File: src/design/chi_cfg.svh
//////////////////////////////
// lane geometry and LFSR constants
// for the masked chi row
//////////////////////////////

`ifndef CHI_CFG_SVH
`define CHI_CFG_SVH

// bits per lane, 8, 16, 32 or 64 all work
`define CHI_LANE_W 16

// chi mixes five lanes of one row
`define CHI_LANES 5

// LFSR reset state, any nonzero value
`define RND_SEED 80'h1234_5678_9ABC_DEF0_2468

// Galois mask for x^80 + x^79 + x^43 + x^42 + 1
// redo this polynomial when the lane width changes
`define RND_TAPS 80'hC000_0000_0600_0000_0000

`endif
File: src/design/chi_ctrl_pkg.sv
//////////////////////////////
// controller states and the
// per-row randomness word
//////////////////////////////

`include "chi_cfg.svh"

package chi_ctrl_pkg;

  // fresh mask bits for one row
  // lane word i feeds gadget i
  typedef logic [`CHI_LANES*`CHI_LANE_W-1:0] rnd_t;

  //////////////////////////////
  // sequencer states
  //////////////////////////////

  // IDLE       waits for start
  // RESHARE    cross terms get remasked and registered
  // INTEGRATE  output shares are valid, result gets captured
  typedef enum logic [1:0] {
    IDLE      = 2'd0,
    RESHARE   = 2'd1,
    INTEGRATE = 2'd2
  } chi_state_e;

endpackage

File: src/design/masking_pkg.sv
//////////////////////////////
// Boolean share types for
// lanes and rows
//////////////////////////////

`include "chi_cfg.svh"

package masking_pkg;

  //////////////////////////////
  // share level
  //////////////////////////////

  // one share of one lane
  typedef logic [`CHI_LANE_W-1:0] share_t;

  //////////////////////////////
  // lane and row level
  //////////////////////////////

  // two shares, true value is s0 ^ s1
  // s0 sits in the upper half of the packed word
  typedef struct packed {
    share_t s0;
    share_t s1;
  } masked_lane_t;

  // full row, index i is lane i
  typedef masked_lane_t [`CHI_LANES-1:0] masked_row_t;

endpackage

File: src/design/masked_chi_top.sv
//////////////////////////////
// masked chi row top level
//////////////////////////////

module masked_chi_top (
  input  logic                     clk_i,
  input  logic                     rst_n_i,
  input  logic                     start_i,
  input  masking_pkg::masked_row_t row_i,
  output masking_pkg::masked_row_t row_o,
  output logic                     busy_o,
  output logic                     done_o
);

  import masking_pkg::*;
  import chi_ctrl_pkg::*;

  // captured input row
  masked_row_t held_row;
  // combinational chi result
  masked_row_t chi_row;
  // fresh masks, new every cycle
  rnd_t        rnd;
  // reshare enable for all gadgets
  logic        z_valid;

  //////////////////////////////
  // sequencer
  //////////////////////////////

  chi_row_ctrl u_ctrl (
    .clk_i      (clk_i),
    .rst_n_i    (rst_n_i),
    .start_i    (start_i),
    .row_i      (row_i),
    .chi_row_i  (chi_row),
    .held_row_o (held_row),
    .z_valid_o  (z_valid),
    .row_o      (row_o),
    .busy_o     (busy_o),
    .done_o     (done_o)
  );

  //////////////////////////////
  // datapath and masks
  //////////////////////////////

  masked_chi_row u_chi_row (
    .clk_i     (clk_i),
    .rst_n_i   (rst_n_i),
    .row_i     (held_row),
    .rnd_i     (rnd),
    .z_valid_i (z_valid),
    .row_o     (chi_row)
  );

  rnd_lfsr u_lfsr (
    .clk_i   (clk_i),
    .rst_n_i (rst_n_i),
    .rnd_o   (rnd)
  );

endmodule

File: src/design/chi_row_ctrl.sv
//////////////////////////////
// start/busy/done sequencer
// with input hold and output regs
//////////////////////////////

module chi_row_ctrl (
  input  logic                     clk_i,
  input  logic                     rst_n_i,
  input  logic                     start_i,
  input  masking_pkg::masked_row_t row_i,
  input  masking_pkg::masked_row_t chi_row_i,
  output masking_pkg::masked_row_t held_row_o,
  output logic                     z_valid_o,
  output masking_pkg::masked_row_t row_o,
  output logic                     busy_o,
  output logic                     done_o
);

  import masking_pkg::*;
  import chi_ctrl_pkg::*;

  chi_state_e  state_q;
  chi_state_e  state_d;
  // row under work, fixed for the whole job
  masked_row_t held_q;
  // last finished result
  masked_row_t row_q;
  logic        done_q;
  // start seen while idle
  logic        start_ok;

  // starts during a job are dropped
  assign start_ok = start_i && (state_q == IDLE);

  //////////////////////////////
  // FSM
  //////////////////////////////

  // fixed three-state walk, no stalls
  always_comb begin
    state_d = state_q;
    unique case (state_q)
      IDLE: begin
        if (start_ok) begin
          state_d = RESHARE;
        end
      end
      RESHARE:   state_d = INTEGRATE;
      INTEGRATE: state_d = IDLE;
      default:   state_d = IDLE;
    endcase
  end

  always_ff @(posedge clk_i) begin
    if (!rst_n_i) begin
      state_q <= IDLE;
      done_q  <= 1'b0;
    end else begin
      state_q <= state_d;
      // one-cycle pulse, set on the edge that captures the result
      done_q  <= (state_q == INTEGRATE);
    end
  end

  //////////////////////////////
  // data registers
  //////////////////////////////

  // capture on accept, then hold until the next accept
  // gives the gadgets their two stable cycles
  always_ff @(posedge clk_i) begin
    if (start_ok) begin
      held_q <= row_i;
    end
  end

  // gadget outputs are valid in INTEGRATE
  always_ff @(posedge clk_i) begin
    if (!rst_n_i) begin
      row_q <= '0;
    end else if (state_q == INTEGRATE) begin
      row_q <= chi_row_i;
    end
  end

  // outputs
  assign held_row_o = held_q;
  assign z_valid_o  = (state_q == RESHARE);
  assign busy_o     = (state_q != IDLE);
  assign done_o     = done_q;
  assign row_o      = row_q;

  // fixed latency, done exactly on the third edge after acceptance
  done_latency_a : assert property (
    @(posedge clk_i) disable iff (!rst_n_i)
    start_ok |=> !done_o ##1 !done_o ##1 done_o
  );

  // the gadgets rely on this across reshare and integrate
  held_stable_a : assert property (
    @(posedge clk_i) disable iff (!rst_n_i)
    busy_o |=> $stable(held_row_o)
  );

endmodule

File: src/design/masked_chi_row.sv
//////////////////////////////
// masked chi over one row,
// five DOM AND gadgets
//////////////////////////////

// chi: a[i] ^= ~a[i+1] & a[i+2], indices mod 5
// every share of the result stays in its own domain

`include "chi_cfg.svh"

module masked_chi_row (
  input  logic                     clk_i,
  input  logic                     rst_n_i,
  input  masking_pkg::masked_row_t row_i,
  input  chi_ctrl_pkg::rnd_t       rnd_i,
  input  logic                     z_valid_i,
  output masking_pkg::masked_row_t row_o
);

  import masking_pkg::*;

  for (genvar i = 0; i < `CHI_LANES; i++) begin : g_lane
    // complement of lane i+1
    masked_lane_t not_a;
    // gadget result for lane i
    masked_lane_t and_q;

    //////////////////////////////
    // masked NOT
    //////////////////////////////

    // inverting one share inverts the true value
    // s0 only, so s1 is untouched
    assign not_a.s0 = ~row_i[(i + 1) % `CHI_LANES].s0;
    assign not_a.s1 = row_i[(i + 1) % `CHI_LANES].s1;

    //////////////////////////////
    // masked AND
    //////////////////////////////

    // own slice of the random word for each gadget
    dom_and_2share u_dom_and (
      .clk_i     (clk_i),
      .rst_n_i   (rst_n_i),
      .a_i       (not_a),
      .b_i       (row_i[(i + 2) % `CHI_LANES]),
      .z_i       (rnd_i[i*`CHI_LANE_W +: `CHI_LANE_W]),
      .z_valid_i (z_valid_i),
      .q_o       (and_q)
    );

    //////////////////////////////
    // masked XOR
    //////////////////////////////

    // linear step, done share by share
    assign row_o[i].s0 = row_i[i].s0 ^ and_q.s0;
    assign row_o[i].s1 = row_i[i].s1 ^ and_q.s1;
  end

endmodule

File: src/design/rnd_lfsr.sv
//////////////////////////////
// free-running Galois LFSR for
// the resharing masks
//////////////////////////////

`include "chi_cfg.svh"

module rnd_lfsr (
  input  logic               clk_i,
  input  logic               rst_n_i,
  output chi_ctrl_pkg::rnd_t rnd_o
);

  import chi_ctrl_pkg::*;

  rnd_t lfsr_q;
  rnd_t lfsr_d;

  //////////////////////////////
  // next state
  //////////////////////////////

  // right shift, feedback folded in through the tap mask
  always_comb begin
    lfsr_d = lfsr_q >> 1;
    // bit 0 leaving the register decides the feedback
    if (lfsr_q[0]) begin
      lfsr_d = lfsr_d ^ rnd_t'(`RND_TAPS);
    end
  end

  // advances on every clock, busy or not
  // so a repeated job sees a different mask
  always_ff @(posedge clk_i) begin
    if (!rst_n_i) begin
      lfsr_q <= rnd_t'(`RND_SEED);
    end else begin
      lfsr_q <= lfsr_d;
    end
  end

  // whole state goes out, one lane word per gadget
  // neighbouring words overlap after a shift, good enough for first order
  assign rnd_o = lfsr_q;

  // all-zero is the lock-up state of any LFSR
  lfsr_nonzero_a : assert property (
    @(posedge clk_i) disable iff (!rst_n_i)
    lfsr_q != '0
  );

endmodule

File: src/design/dom_and_2share.sv
//////////////////////////////
// first-order DOM AND gadget,
// two shares, one reshare stage
//////////////////////////////

// q.s0 = a0 & b0 ^ [a0 & b1 ^ z]
// q.s1 = a1 & b1 ^ [a1 & b0 ^ z]
// bracketed terms are registered
// inputs must hold for two cycles, output valid one cycle after z_valid_i

module dom_and_2share (
  input  logic                      clk_i,
  input  logic                      rst_n_i,
  input  masking_pkg::masked_lane_t a_i,
  input  masking_pkg::masked_lane_t b_i,
  input  masking_pkg::share_t       z_i,
  input  logic                      z_valid_i,
  output masking_pkg::masked_lane_t q_o
);

  import masking_pkg::*;

  // inner-domain products
  share_t t_a0b0;
  share_t t_a1b1;
  // cross-domain products
  share_t t_a0b1;
  share_t t_a1b0;
  // remasked cross terms, before and after the register
  share_t t0_d;
  share_t t1_d;
  share_t t0_q;
  share_t t1_q;

  //////////////////////////////
  // products
  //////////////////////////////

  // each share stays in its own domain here
  assign t_a0b0 = a_i.s0 & b_i.s0;
  assign t_a1b1 = a_i.s1 & b_i.s1;

  // these mix both domains and must not reach the output unmasked
  assign t_a0b1 = a_i.s0 & b_i.s1;
  assign t_a1b0 = a_i.s1 & b_i.s0;

  //////////////////////////////
  // resharing
  //////////////////////////////

  // same z on both cross terms, cancels in s0 ^ s1
  assign t0_d = t_a0b1 ^ z_i;
  assign t1_d = t_a1b0 ^ z_i;

  // register stops glitches from combining both domains
  // loads only when the sequencer marks z as fresh
  always_ff @(posedge clk_i) begin
    if (z_valid_i) begin
      t0_q <= t0_d;
      t1_q <= t1_d;
    end
  end

  //////////////////////////////
  // integration
  //////////////////////////////

  // inner terms are combinational, so a and b must still be stable here
  assign q_o.s0 = t_a0b0 ^ t0_q;
  assign q_o.s1 = t_a1b1 ^ t1_q;

  // non-pipelined form, the inputs have to survive the reshare edge
  inputs_stable_a : assert property (
    @(posedge clk_i) disable iff (!rst_n_i)
    z_valid_i |=> $stable(a_i) && $stable(b_i)
  );

  // the unmasked result is the plain AND of the unmasked inputs
  unmasked_and_a : assert property (
    @(posedge clk_i) disable iff (!rst_n_i)
    z_valid_i |=> (q_o.s0 ^ q_o.s1) ==
      (($past(a_i.s0) ^ $past(a_i.s1)) & ($past(b_i.s0) ^ $past(b_i.s1)))
  );

endmodule

File: config.mk
export PLATFORM = sky130hd
export DESIGN_NAME = masked_chi_top
export DESIGN_NICKNAME = d
export VERILOG_FILES = /design/src/design/chi_ctrl_pkg.sv /design/src/design/masking_pkg.sv /design/src/design/masked_chi_top.sv /design/src/design/chi_row_ctrl.sv /design/src/design/masked_chi_row.sv /design/src/design/rnd_lfsr.sv /design/src/design/dom_and_2share.sv
export VERILOG_INCLUDE_DIRS = /design/src /design/src/design
export SDC_FILE = /design/constraint.sdc
export NUM_CORES = 1
export LEC_CHECK = 0
export ABC_AREA = 0
export BUFFER_PORTS_ARGS = -buffer_cell sky130_fd_sc_hd__buf_2
export CORE_MARGIN = 4
export CORE_UTILIZATION = 62
export CTS_CLUSTER_DIAMETER = 150
export DETAILED_ROUTE_END_ITERATION = 16
export GPL_TIMING_DRIVEN = 1
export PLACE_DENSITY_LB_ADDON = 0.15
export SLEW_MARGIN = 10
export SYNTH_ARGS = -nofsm -noshare
export SYNTH_HDL_FRONTEND = slang
export SYNTH_SLANG_ARGS = --single-unit
export TNS_END_PERCENT = 1
File: constraint.sdc
create_clock -name clk_i -period 14.1 [get_ports clk_i]
set_clock_uncertainty 0.05 [all_clocks]
set_input_delay 1.41 -clock clk_i [delete_from_list [all_inputs] [get_ports clk_i]]
set_output_delay 1.41 -clock clk_i [all_outputs]
set_load 0.01 [all_outputs]
==> results summary, run 1 <==
The relative contribution of sequential cells to total power is 52.2%. Post-CTS repair changed the size of 0 cells. The data arrival time of the critical path came out at 3580 ps. Wires add up to 54.0 mm. The count of input and output buffers is 324. After clock tree synthesis, the clock-pin slew on the worst setup and hold paths is 60 ps.

The HPWL after detailed placement is 35.4 mm. Yosys attributes the largest share of cell area to edfxtp_1 (41%), dfxtp_1 (21%), xnor2_1 (6.1%), xor2_1 (6.0%), nand2b_1 (5.3%). The overall power is 3.70 mW. The worst setup path is captured at a flop. Of all flip-flops after synthesis, the portion carrying an async set or reset was 0%.

Summed over all instances, the cell type with the most area after synthesis is edfxtp_1. Pin placement for this block handled 325 I/O pins. The total of max-cap violations came out at 0.

The slew of the pin with the lowest slew margin is 1180 ps. The minimum hold slack is 415 ps. The cell-internal power is 2.85 mW. The weighted congestion at the end of routability-driven global placement came out at 0.865. The basic-gate share of the synthesized area counting and, or, nand and nor cells came out at 19.5%. The count of mapped cells out of synthesis is 2016. The flip-flop and latch count after synthesis is 563. Combinational cells account for 7.2% of the total power. The sort of element at the start of the critical path is an input pin. The leftover overflow at the end of global routing came out at 0. The number of setup violations in the final report came out at 0.

The top fanout value on the critical path came out at 92. The residual antenna-violating net count after detailed routing came out at 0. The TritonCTS buffer count is 55. The maximum VDD drop came out at 0.103 mV. The sequential cell area is 14500 µm².

The required time at the endpoint of the critical path came out at 14470 ps. After routing, the total negative slack on setup checks comes to 0 ps. The adder-cell area share of the yosys netlist is 0%. The core region is 36900 µm². The worst setup path is of the in -> reg kind. For this run, design rule violations remaining after detail routing come to 0.

Measured against the total synthesized area, the mux share comes to 0%. The summed instance area of the synthesized netlist came out at 23300 µm². The most common cell in the synthesized netlist is nand2_1. The flow ran to the end, and the final reports show no timing, DRC or antenna violations. The floorplan has 70 rows. The number of antenna violations at the first check in global routing came out at 6.

The number of hold violations in the final report came to 0. The per-cell via count in the routed design is 5.63. The fraction of power consumed by the clock network came out at 40.6%.

The number of setup buffers added after CTS is 0. The most used flip-flop cell after synthesis is edfxtp_1. After synthesis, the largest family of logic cells by area is simple AND/OR/NAND/NOR gates. Sorting the synthesized cells by how often they occur yields nand2_1 (321), edfxtp_1 (320), dfxtp_1 (243). The first-pass iteration count of the detailed router is 5. The fraction of final layout cells sized beyond drive strength 1 is 18.2%.

The synthesized area per cell came out at 11.6 µm². For flop-to-flop paths, the worst setup slack is 11000 ps. The clock period minus worst slack came out at 3210 ps.

In the finished design, the share of the clock period the worst path needs comes to 22.8%. For this design, the CTS-stage hold fixing added 0 buffers. The part of the Yosys area used for sequential elements is 62.1%.

The root buffer cell chosen for the clock tree is clkbuf_16. At the end of the flow, the number of nets in the layout was 2490. The number of different library cells used by synthesis comes to 21.

The post-synthesis xor/xnor area fraction is 12.1%. For this configuration, the core starts out at a cell density of 63.2%. The routed length per instance is 18.7 µm. Summed over all nets, the switching power comes to 0.854 mW.

Detailed routing inserted a total of 16.2k vias. The compound-cell area share of the yosys netlist came out at 4.30%. The overall track demand over capacity in global routing came out at 25.9%. The via count of the first global-routing pass is 15.9k.

Setup repair after global routing left no endpoint under its margin. The power density of the placed cells came out at 137 nW/µm². The width of the die came out at 202 µm. The later pin in the worst-skew pair is clocked with a latency of 590 ps. The H-tree generated during clock tree synthesis spans 2 levels.

The yosys synthesis warning count is 0. The final-layout fill cell count came out at 2521. Of the post-synthesis cell area, the dominant cell type holds 41.3%. The multi-input gate area in the final layout came out at 8400 µm². In this run the worst hold path is classified as reg -> reg. The maximum number of pins on one net before global-route repair came out at 123. The y dimension of the die is 202 µm.

The die covers 40700 µm². The number of synthesized flops with an enable pin is 320. The achievable frequency is 311 MHz. The violation count after the first detailed-route iteration came out at 991.

The buffer levels on the longest clock path came out at 3. The signed area change from the synthesized netlist to the final layout came out at 16.3%. The relative slew slack is 21.6%. The analysis attributes to cell leakage a power of 9.98 nW.

The wire length of the first global-routing pass came out at 85.4 mm. The switching power as a share of total power is 23.1%. The count of clock tree sinks is 563. The max-slew violation total from the final report came out at 0. The post-synthesis net count is 2179. TritonCTS built the clock tree.
[area by class of cell]
class                      instances  area share (%)
clock buffer                      79            6.13
multi-input combinational       1371            31.0
timing repair buffer             334            6.26
antenna                            3          0.0277
inverter                           2          0.0462
sequential                       563            53.4
clock inverter                    24           0.808
tap                              504            2.33
[logic make-up (layout without fill, tap and decap cells)]
kind of cell	after synthesis	count (layout)
flops	563	563
simple gates	888	888
other cells	0	3
xor+xnor	323	323
compound gates	160	160
buf+inv	82	439
[layer usage]
metal / wire length [µm] / track usage (%) / vias to the layer above
met2: 26000 / 42.2 / 588
met3: 3870 / 4.68 / 106
met1: 22700 / 35.6 / 7861
met4: 1350 / 8.30 / 6
met5: 39 / 0 / -
li1: - / - / 7667
[worst max-delay path, cell delays in order]
cell     delay (ps)
buf_2           100
buf_4           340
inv_6           580
buf_4           910
a31oi_1         100
[cells in the final DEF (no fill, tap or decap)]
cell / synthesis / final
nor2_1: 4 / 3
inv_1: 2 / 1
edfxtp_1: 320 / 320
inv_6: 0 / 1
buf_4: 2 / 10
clkinv_2: 0 / 16
clkinv_1: 0 / 3
bufinv_16: 0 / 4
or2_2: 1 / 1
and2_1: 42 / 42
nand2b_1: 196 / 196
clkbuf_16: 0 / 58
and2b_4: 0 / 1
xor2_1: 160 / 160
nand2_1: 321 / 321
clkinvlp_4: 0 / 1
nand3_1: 160 / 160
clkbuf_8: 0 / 13
a31oi_1: 160 / 160
clkbuf_1: 51 / 8
nor2_4: 0 / 1
nor2b_4: 0 / 1
xnor2_1: 163 / 163
dfxtp_1: 243 / 243
nand2b_4: 1 / 1
buf_2: 13 / 324
diode_2: 0 / 3
nor3_1: 1 / 1
or3_1: 160 / 160
[power by group through the flow]
| stage | clock network [mW] | registers [mW] | logic (mW) |
|---|---|---|---|
| 2_1_floorplan | 0 | 1.95 | 0.181 |
| 3_3_place_gp | 0 | 1.97 | 0.254 |
| 3_5_place_dp | 0 | 1.97 | 0.265 |
| 4_1_cts | 1.52 | 1.93 | 0.268 |
| 5_1_grt | 1.60 | 1.94 | 0.297 |
| 6_report | 1.50 | 1.93 | 0.267 |
[through the flow]
step / utilization, % / cells / cell area, µm² / worst slack [ps]
2_1_floorplan: - / 2016 / 23300 / 5320
3_3_place_gp: 68.4 / 2774 / 25200 / 10350
3_5_place_dp: 68.4 / 2774 / 25200 / 10300
4_1_cts: 73.5 / 2877 / 27100 / 10930
5_1_grt: 73.5 / 2880 / 27100 / 10730
6_report: 73.5 / 2880 / 27100 / 10890
[path summary, 6_finish.rpt]
path	cells past startpoint	from	to
setup / recovery	5	rst_n_i	u_ctrl.row_o[41]$_SDFFE_PN0P_
setup reg to reg	5	u_ctrl.state_q[1]$_SDFFE_PN0P_	u_ctrl.row_o[27]$_SDFFE_PN0P_
hold / removal	2	u_ctrl.row_o[127]$_SDFFE_PN0P_	u_ctrl.row_o[127]$_SDFFE_PN0P_
hold reg to reg	2	u_ctrl.row_o[127]$_SDFFE_PN0P_	u_ctrl.row_o[127]$_SDFFE_PN0P_
[registers in the layout (all words and copies together), names as in the netlist]
name / cells
u_ctrl.held_row_o: 160
u_ctrl.row_o: 160
u_chi_row.g_lane.u_dom_and.t0_q: 80
u_chi_row.g_lane.u_dom_and.t1_q: 80
u_lfsr.rnd_o: 80
u_ctrl.state_q: 2
u_ctrl.done_o: 1
Note: power is estimated with default switching activity, not from simulation.
==> inputs of run 2 (changes only) <==
- CORE_UTILIZATION: 62 -> 52
- clock period: 14.1 -> 2.7 ns (I/O delays scaled with it)
==> results summary, run 2 (same netlist as run 1, synthesis figures left out) <==
The power density of the placed cells is 679 nW/µm² (+400%). The leftover overflow at the end of global routing is 0 (unchanged). The layer flagged by global routing as most heavily used is met2.

The starting density of the core is 52.7% (-10 points). The setup slack at placement came out at 874 ps (-9430 ps). The multi-input gate area in the final layout is 8400 µm² (about the same). The quantity of hold-fixing buffers added after cts came out at 161 (+161).

The TritonCTS buffer count came to 57 (+3.6%). The overall track demand over capacity in global routing is 23.2% (-2.6 points). The width of the die is 220 µm (+8.8%).

The cell sitting at the root of the clock tree is a clkbuf_16. The I/O pin count came out at 325 (unchanged). Of the available clock period, the critical path in the final layout requires 67.6%. The sequential cell area came out at 14500 µm² (about the same). The number of antenna violations at the first check in global routing came out at 3 (-3).

The level count of the clock H-tree came to 2 (unchanged). The count of input and output buffers is 324 (unchanged). The wire length of the first global-routing pass came out at 89.1 mm (+4.3%). The relative slew slack is 42.4% (+21 points).

The violation count after the first detailed-route iteration is 1067 (+7.7%). Setup repair after global routing left no endpoint under its margin. The CTS clock-pin slew for the worst setup and hold paths is 60 ps (about the same). The routing usage on met1 came to 31.8% (-3.8 points). The library cells used most frequently in the layout, excluding fill and tap cells, are buf_2 (323), nand2_1 (321), edfxtp_1 (320). The slew of the pin with the lowest slew margin is 864 ps (-311 ps). TritonCTS built the clock tree.

The maximum number of pins on one net before global-route repair came out at 90 (-27%). The HPWL after detailed placement is 36.9 mm (+4.3%). The first-pass iteration count of the detailed router came to 5 (unchanged). The placeable core region is 44200 µm² (+20%). The final design utilization came out at 65.9% (-7.6 points).

The data arrival time of the critical path is 2290 ps (-1290 ps). The residual antenna-violating net count after detailed routing was 0 (unchanged). The number of placement rows was 77 (+10%). The leakage component of the power is 10.8 nW (+8.0%). The via count of the first global-routing pass is 16.5k (+4.1%). The post-detailed-route DRC marker count came out at 0 (unchanged). The per-cell via count in the routed design is 5.32 (-5.6%). The achievable frequency came out at 548 MHz. The total of max-cap violations is 0 (unchanged).

The final-layout fill cell count is 3377 (+34%). The number of setup violations in the final report is 0 (unchanged). The clock period minus worst slack came out at 1830 ps. The count of clock tree sinks is 563 (unchanged). The post-route worst setup slack was 874 ps (-10020 ps). The min-delay analysis places its worst path in the category in -> reg. The maximum VDD drop came out at 0.598 mV (+480%).

The top fanout value on the critical path came to 40 (-57%). The max-slew violation total from the final report came out at 0 (unchanged). The final design area excluding fillers was 29100 µm² (+7.5%).

The met3 usage was 3.81% (-0.88 points). The clock insertion delay at the later pin of the skew report came out at 600 ps (about the same). The required time at the endpoint of the critical path is 3160 ps (-11310 ps). The signed area change from the synthesized netlist to the final layout came out at 25.1%. The global routing usage on met2 was 38.0% (-4.2 points). The final net count came to 2667 (+7.1%). The total via count in the routed design is 16.7k (+3.1%). The worst setup path is of the reg -> reg kind.

The number of resized instances in the post-cts repair step came out at 0 (unchanged). The final wirelength is 56.9 mm (+5.4%). The most common library cell in the layout ignoring fill and taps is buf_2.

The number of hold violations in the final report was 0 (unchanged). The number of setup buffers added after CTS came to 0 (unchanged). The reg2reg setup slack came to 870 ps (-10130 ps). The routed length per instance came out at 18.1 µm (-3.5%). The fraction of final layout cells sized beyond drive strength 1 is 17.3% (-0.93 points). The area of placed instances came out at 25600 µm² (+1.5%). STA classifies the critical path startpoint as a flop. The flow ran to the end, and the final reports show no timing, DRC or antenna violations.

The die area came to 48200 µm² (+18%). The weighted congestion at the end of routability-driven global placement is 0.871 (+0.72%). The y dimension of the die came out at 220 µm (+8.8%). The buffer levels on the longest clock path is 3 (unchanged).

STA classifies the critical path endpoint as a flop.
==> run 2: per-stage QoR <==
stage               std cells  hold slack (ps)  total power, mW  setup TNS [ps]
global placement         2876              396             11.7               0
detailed placement       2876              398             11.7               0
floorplan                2016              319             11.1         -138750
finish                   3146              182             19.8               0
CTS                      3145              145             19.9               0
global route             3145              186             20.5               0
==> run 2: cell type report <==
type,instances,area share [%]
diodes,1,0.00859
clock inverters,32,1.15
repair buffers,509,12.3
inverters,2,0.0430
clock buffers,76,5.43
multi-input cells,1371,28.8
well taps,592,2.54
flip-flops and latches,563,49.7
==> run 2: where the power goes <==
| part | internal [mW] | total (mW) | switching, mW |
|---|---|---|---|
| Sequential | 9.63 | 10.1 | 0.473 |
| Combinational | 0.802 | 1.63 | 0.828 |
| Clock | 4.77 | 8.04 | 3.27 |
==> run 2: critical path: stages, from the launching register on <==
cell and delay (ps):
dfxtp_2 370, nor2b_4 430, buf_12 300, buf_12 260, nand3_1 110, a31oi_1 200
==> run 2: worst paths after layout <==
check | from | to | cells past startpoint
setup / recovery | u_ctrl.state_q[1]$_SDFFE_PN0P_ | u_ctrl.row_o[149]$_SDFFE_PN0P_ | 5
hold / removal | rst_n_i | u_ctrl.row_o[14]$_SDFFE_PN0P_ | 3
setup reg to reg | u_ctrl.state_q[1]$_SDFFE_PN0P_ | u_ctrl.row_o[149]$_SDFFE_PN0P_ | 5
hold reg to reg | u_ctrl.row_o[127]$_SDFFE_PN0P_ | u_ctrl.row_o[127]$_SDFFE_PN0P_ | 2
==> run 2: per-layer routing <==
| metal | share of wire, % | up-vias | wire length (µm) |
|---|---|---|---|
| li1 | - | 8019 | - |
| met2 | 47 | 542 | 26800 |
| met3 | 6.5 | 109 | 3710 |
| met1 | 43 | 8061 | 24700 |
| met5 | 0.047 | - | 27 |
| met4 | 3.0 | 4 | 1680 |
==> inputs of run 3 (changes only) <==
- clock period: 2.7 -> 1.63 ns (I/O delays scaled with it)
==> results summary, run 3 (same netlist as run 1, synthesis figures left out) <==
The final design area excluding fillers came to 29500 µm² (+1.3%). The flow ran to the end, and the final reports show no timing, DRC or antenna violations. The number of hold violations in the final report came to 0 (unchanged). The TritonCTS buffer count is 58 (+1.8%). The final design utilization is 66.7% (+0.84 points).

The count of clock tree sinks was 563 (unchanged). The buffer levels on the longest clock path came out at 3 (unchanged). The starting density of the core was 52.7% (unchanged). The data arrival time of the critical path came out at 2060 ps (-230 ps). The cell depth of the worst hold path came out at 2 (-1). The clock insertion delay at the later pin of the skew report came out at 600 ps (about the same). The length in cells of the worst reg-to-reg path came to 4 (-1). The maximum VDD drop is 0.845 mV (+41%).

The worst hold path belongs to the class in -> reg. The worst hold path terminates at u_ctrl.held_row_o[68]$_DFFE_PP_. The max-slew violation total from the final report came out at 0 (unchanged). The HPWL after detailed placement came out at 38.2 mm (+3.5%). The maximum number of pins on one net before global-route repair is 104 (+16%).

The leftover overflow at the end of global routing is 0 (unchanged). The final net count came out at 2714 (+1.8%). The setup slack at placement is 59.9 ps (-814 ps). The first-pass iteration count of the detailed router came out at 5 (unchanged).

The I/O pin count is 325 (unchanged). The total via count in the routed design is 16.9k (+0.85%). The total of max-cap violations is 0 (unchanged).

The fraction of final layout cells sized beyond drive strength 1 came out at 18.3% (+1.0 points). By startpoint and endpoint, the worst setup path is classified as reg -> reg. The minimum hold slack is 210 ps (+27.2 ps).

The final-layout fill cell count came out at 3353 (-0.71%). The wire length of the first global-routing pass came out at 91.3 mm (+2.5%). The area of placed instances is 26100 µm² (+1.8%). The violation count after the first detailed-route iteration is 1301 (+22%). The worst flop-to-flop path endpoint is u_ctrl.row_o[72]$_SDFFE_PN0P_.

The startpoint identified for the worst register-to-register timing path is u_ctrl.state_q[0]$_SDFFE_PN0P_. Leaving out fill and tap cells, the most frequent cells in the layout are buf_2 (322), nand2_1 (321), edfxtp_1 (320). The sort of element at the start of the critical path is a flop. The number of setup buffers added after CTS came out at 0 (unchanged). The clock period minus worst slack is 1590 ps (-240 ps). The post-route worst setup slack came out at 43.8 ps (-830 ps). The count of input and output buffers came to 324 (unchanged). The post-detailed-route DRC marker count is 0 (unchanged). The worst setup path is captured at a flop. The CTS clock-pin slew for the worst setup and hold paths came to 60 ps (about the same). The via count of the first global-routing pass came out at 16.7k (+0.90%). The y dimension of the die is 220 µm (unchanged). The root buffer cell is clkbuf_16. The part of the cycle the worst path needs came out at 97.3% (+30 points). The leakage component of the power is 11.0 nW (+1.8%). The residual antenna-violating net count after detailed routing is 0 (unchanged). In this run the most critical hold path is launched from row_i[68]. The per-cell via count in the routed design was 5.29 (-0.63%). The largest stage delay on the critical path came out at 380 ps (-50 ps). The number of setup violations in the final report was 0 (unchanged). The achievable frequency came out at 630 MHz (+15%).

Setup repair after global routing could not meet its margin everywhere. The required time at the endpoint of the critical path came out at 2100 ps (-1060 ps). Relative to the synthesized area, the layout overhead comes to 26.6%. The final wirelength is 58.7 mm (+3.2%). The library cell used most frequently in the layout, excluding fill and tap cells, is buf_2. The reg2reg setup slack was 40 ps (-830 ps). The overall track demand over capacity in global routing came out at 23.9% (+0.64 points). The slowest cell on the critical path is or3_1. The number of placement rows came out at 77 (unchanged). The width of the die came out at 220 µm (unchanged). The die area came out at 48200 µm² (unchanged). Traced cell by cell, the critical path runs through nand2b_4 > buf_12 > or3_1 > a31oi_1.

The power density of the placed cells is 1090 nW/µm² (+60%). The weighted congestion at the end of routability-driven global placement is 0.836 (-4.0%). The relative slew slack came to 63.1% (+21 points). The placeable core region came to 44200 µm² (unchanged). The routed length per instance came to 18.4 µm (+1.7%).

TritonCTS built the clock tree. The level count of the clock H-tree came out at 2 (unchanged). The top fanout value on the critical path is 64 (+60%). The number of antenna violations at the first check in global routing is 4 (+1). The slew of the pin with the lowest slew margin is 553 ps (-311 ps).
==> run 3: changes by cell type in the layout (fill, tap and decap cells not counted), sizes merged <==
cell         previous run  this run
inv                     4         3
dlygate4sd3           161       162
clkinvlp                1         0
clkbuf                 76        94
clkinv                 22        14
bufinv                  7         1
buf                   348       392
==> run 3: through the flow <==
step	power, mW	setup TNS, ps	instances
after global routing	33.3	-1320	3192
after detailed placement	19.6	0	2920
final	32.1	0	3193
after global placement	19.5	0	2920
after CTS	32.3	0	3191
after floorplan	18.4	-482220	2016
==> run 3: per-layer routing <==
| layer | share of wire, % | track usage, % | wire [µm] |
|---|---|---|---|
| met1 | 43 | 32.3 | 25300 |
| met3 | 6.8 | 4.26 | 4000 |
| met4 | 2.7 | 7.58 | 1590 |
| met5 | 0.070 | 0 | 41 |
| met2 | 47 | 39.4 | 27800 |
==> run 3: worst max path at each step <==
stage	to	slack [ps]	startpoint	cells past startpoint
after global routing	u_ctrl.row_o[94]$_SDFFE_PN0P_	-60	u_ctrl.state_q[0]$_SDFFE_PN0P_	4
after floorplan	u_ctrl.held_row_o[0]$_DFFE_PP_	-1810	u_ctrl.state_q[0]$_SDFFE_PN0P_	2
final	u_ctrl.row_o[72]$_SDFFE_PN0P_	40	u_ctrl.state_q[0]$_SDFFE_PN0P_	4
after detailed placement	u_ctrl.row_o[105]$_SDFFE_PN0P_	60	u_ctrl.state_q[0]$_SDFFE_PN0P_	4
after CTS	busy_o	3	u_ctrl.state_q[1]$_SDFFE_PN0P_	2
after global placement	u_ctrl.held_row_o[23]$_DFFE_PP_	110	u_ctrl.state_q[0]$_SDFFE_PN0P_	4
==> run 3: cell type report <==
cell class	instances	area, µm²	share of cell area, %
multi-input combinational	1371	8400	28.5
timing repair buffer	555	4080	13.8
sequential	563	14500	49.1
antenna	1	2.50	0.00848
clock inverter	16	100	0.339
inverter	2	12.5	0.0424
tap	592	741	2.51
clock buffer	93	1680	5.68
==> run 3: repair_timing <==
| item | in CTS | in global routing |
|---|---|---|
| pin swaps | 1 | 8 |
| gates cloned | 0 | 1 |
| gates resized for setup | 2 | 2 |
| endpoints found under the hold margin | 176 | 0 |
| hold buffers | 162 | 0 |
| endpoints found under the setup margin | 1 | 19 |
==> run 3: critical path: cells and delay by family (launching register included) <==
family | cells | cell delay (ps)
flops | 1 | 340
simple gates | 2 | 640
compound gates | 1 | 190
buf+inv | 1 | 250
==> run 3: where the power goes <==
part | internal (mW) | switching, mW | leakage (nW) | total, mW
combinational | 1.47 | 1.45 | 5.11 | 2.92
sequential | 15.9 | 0.751 | 5.00 | 16.7
clock | 7.15 | 5.34 | 0.865 | 12.5
total | 24.6 | 7.54 | 11.0 | 32.1
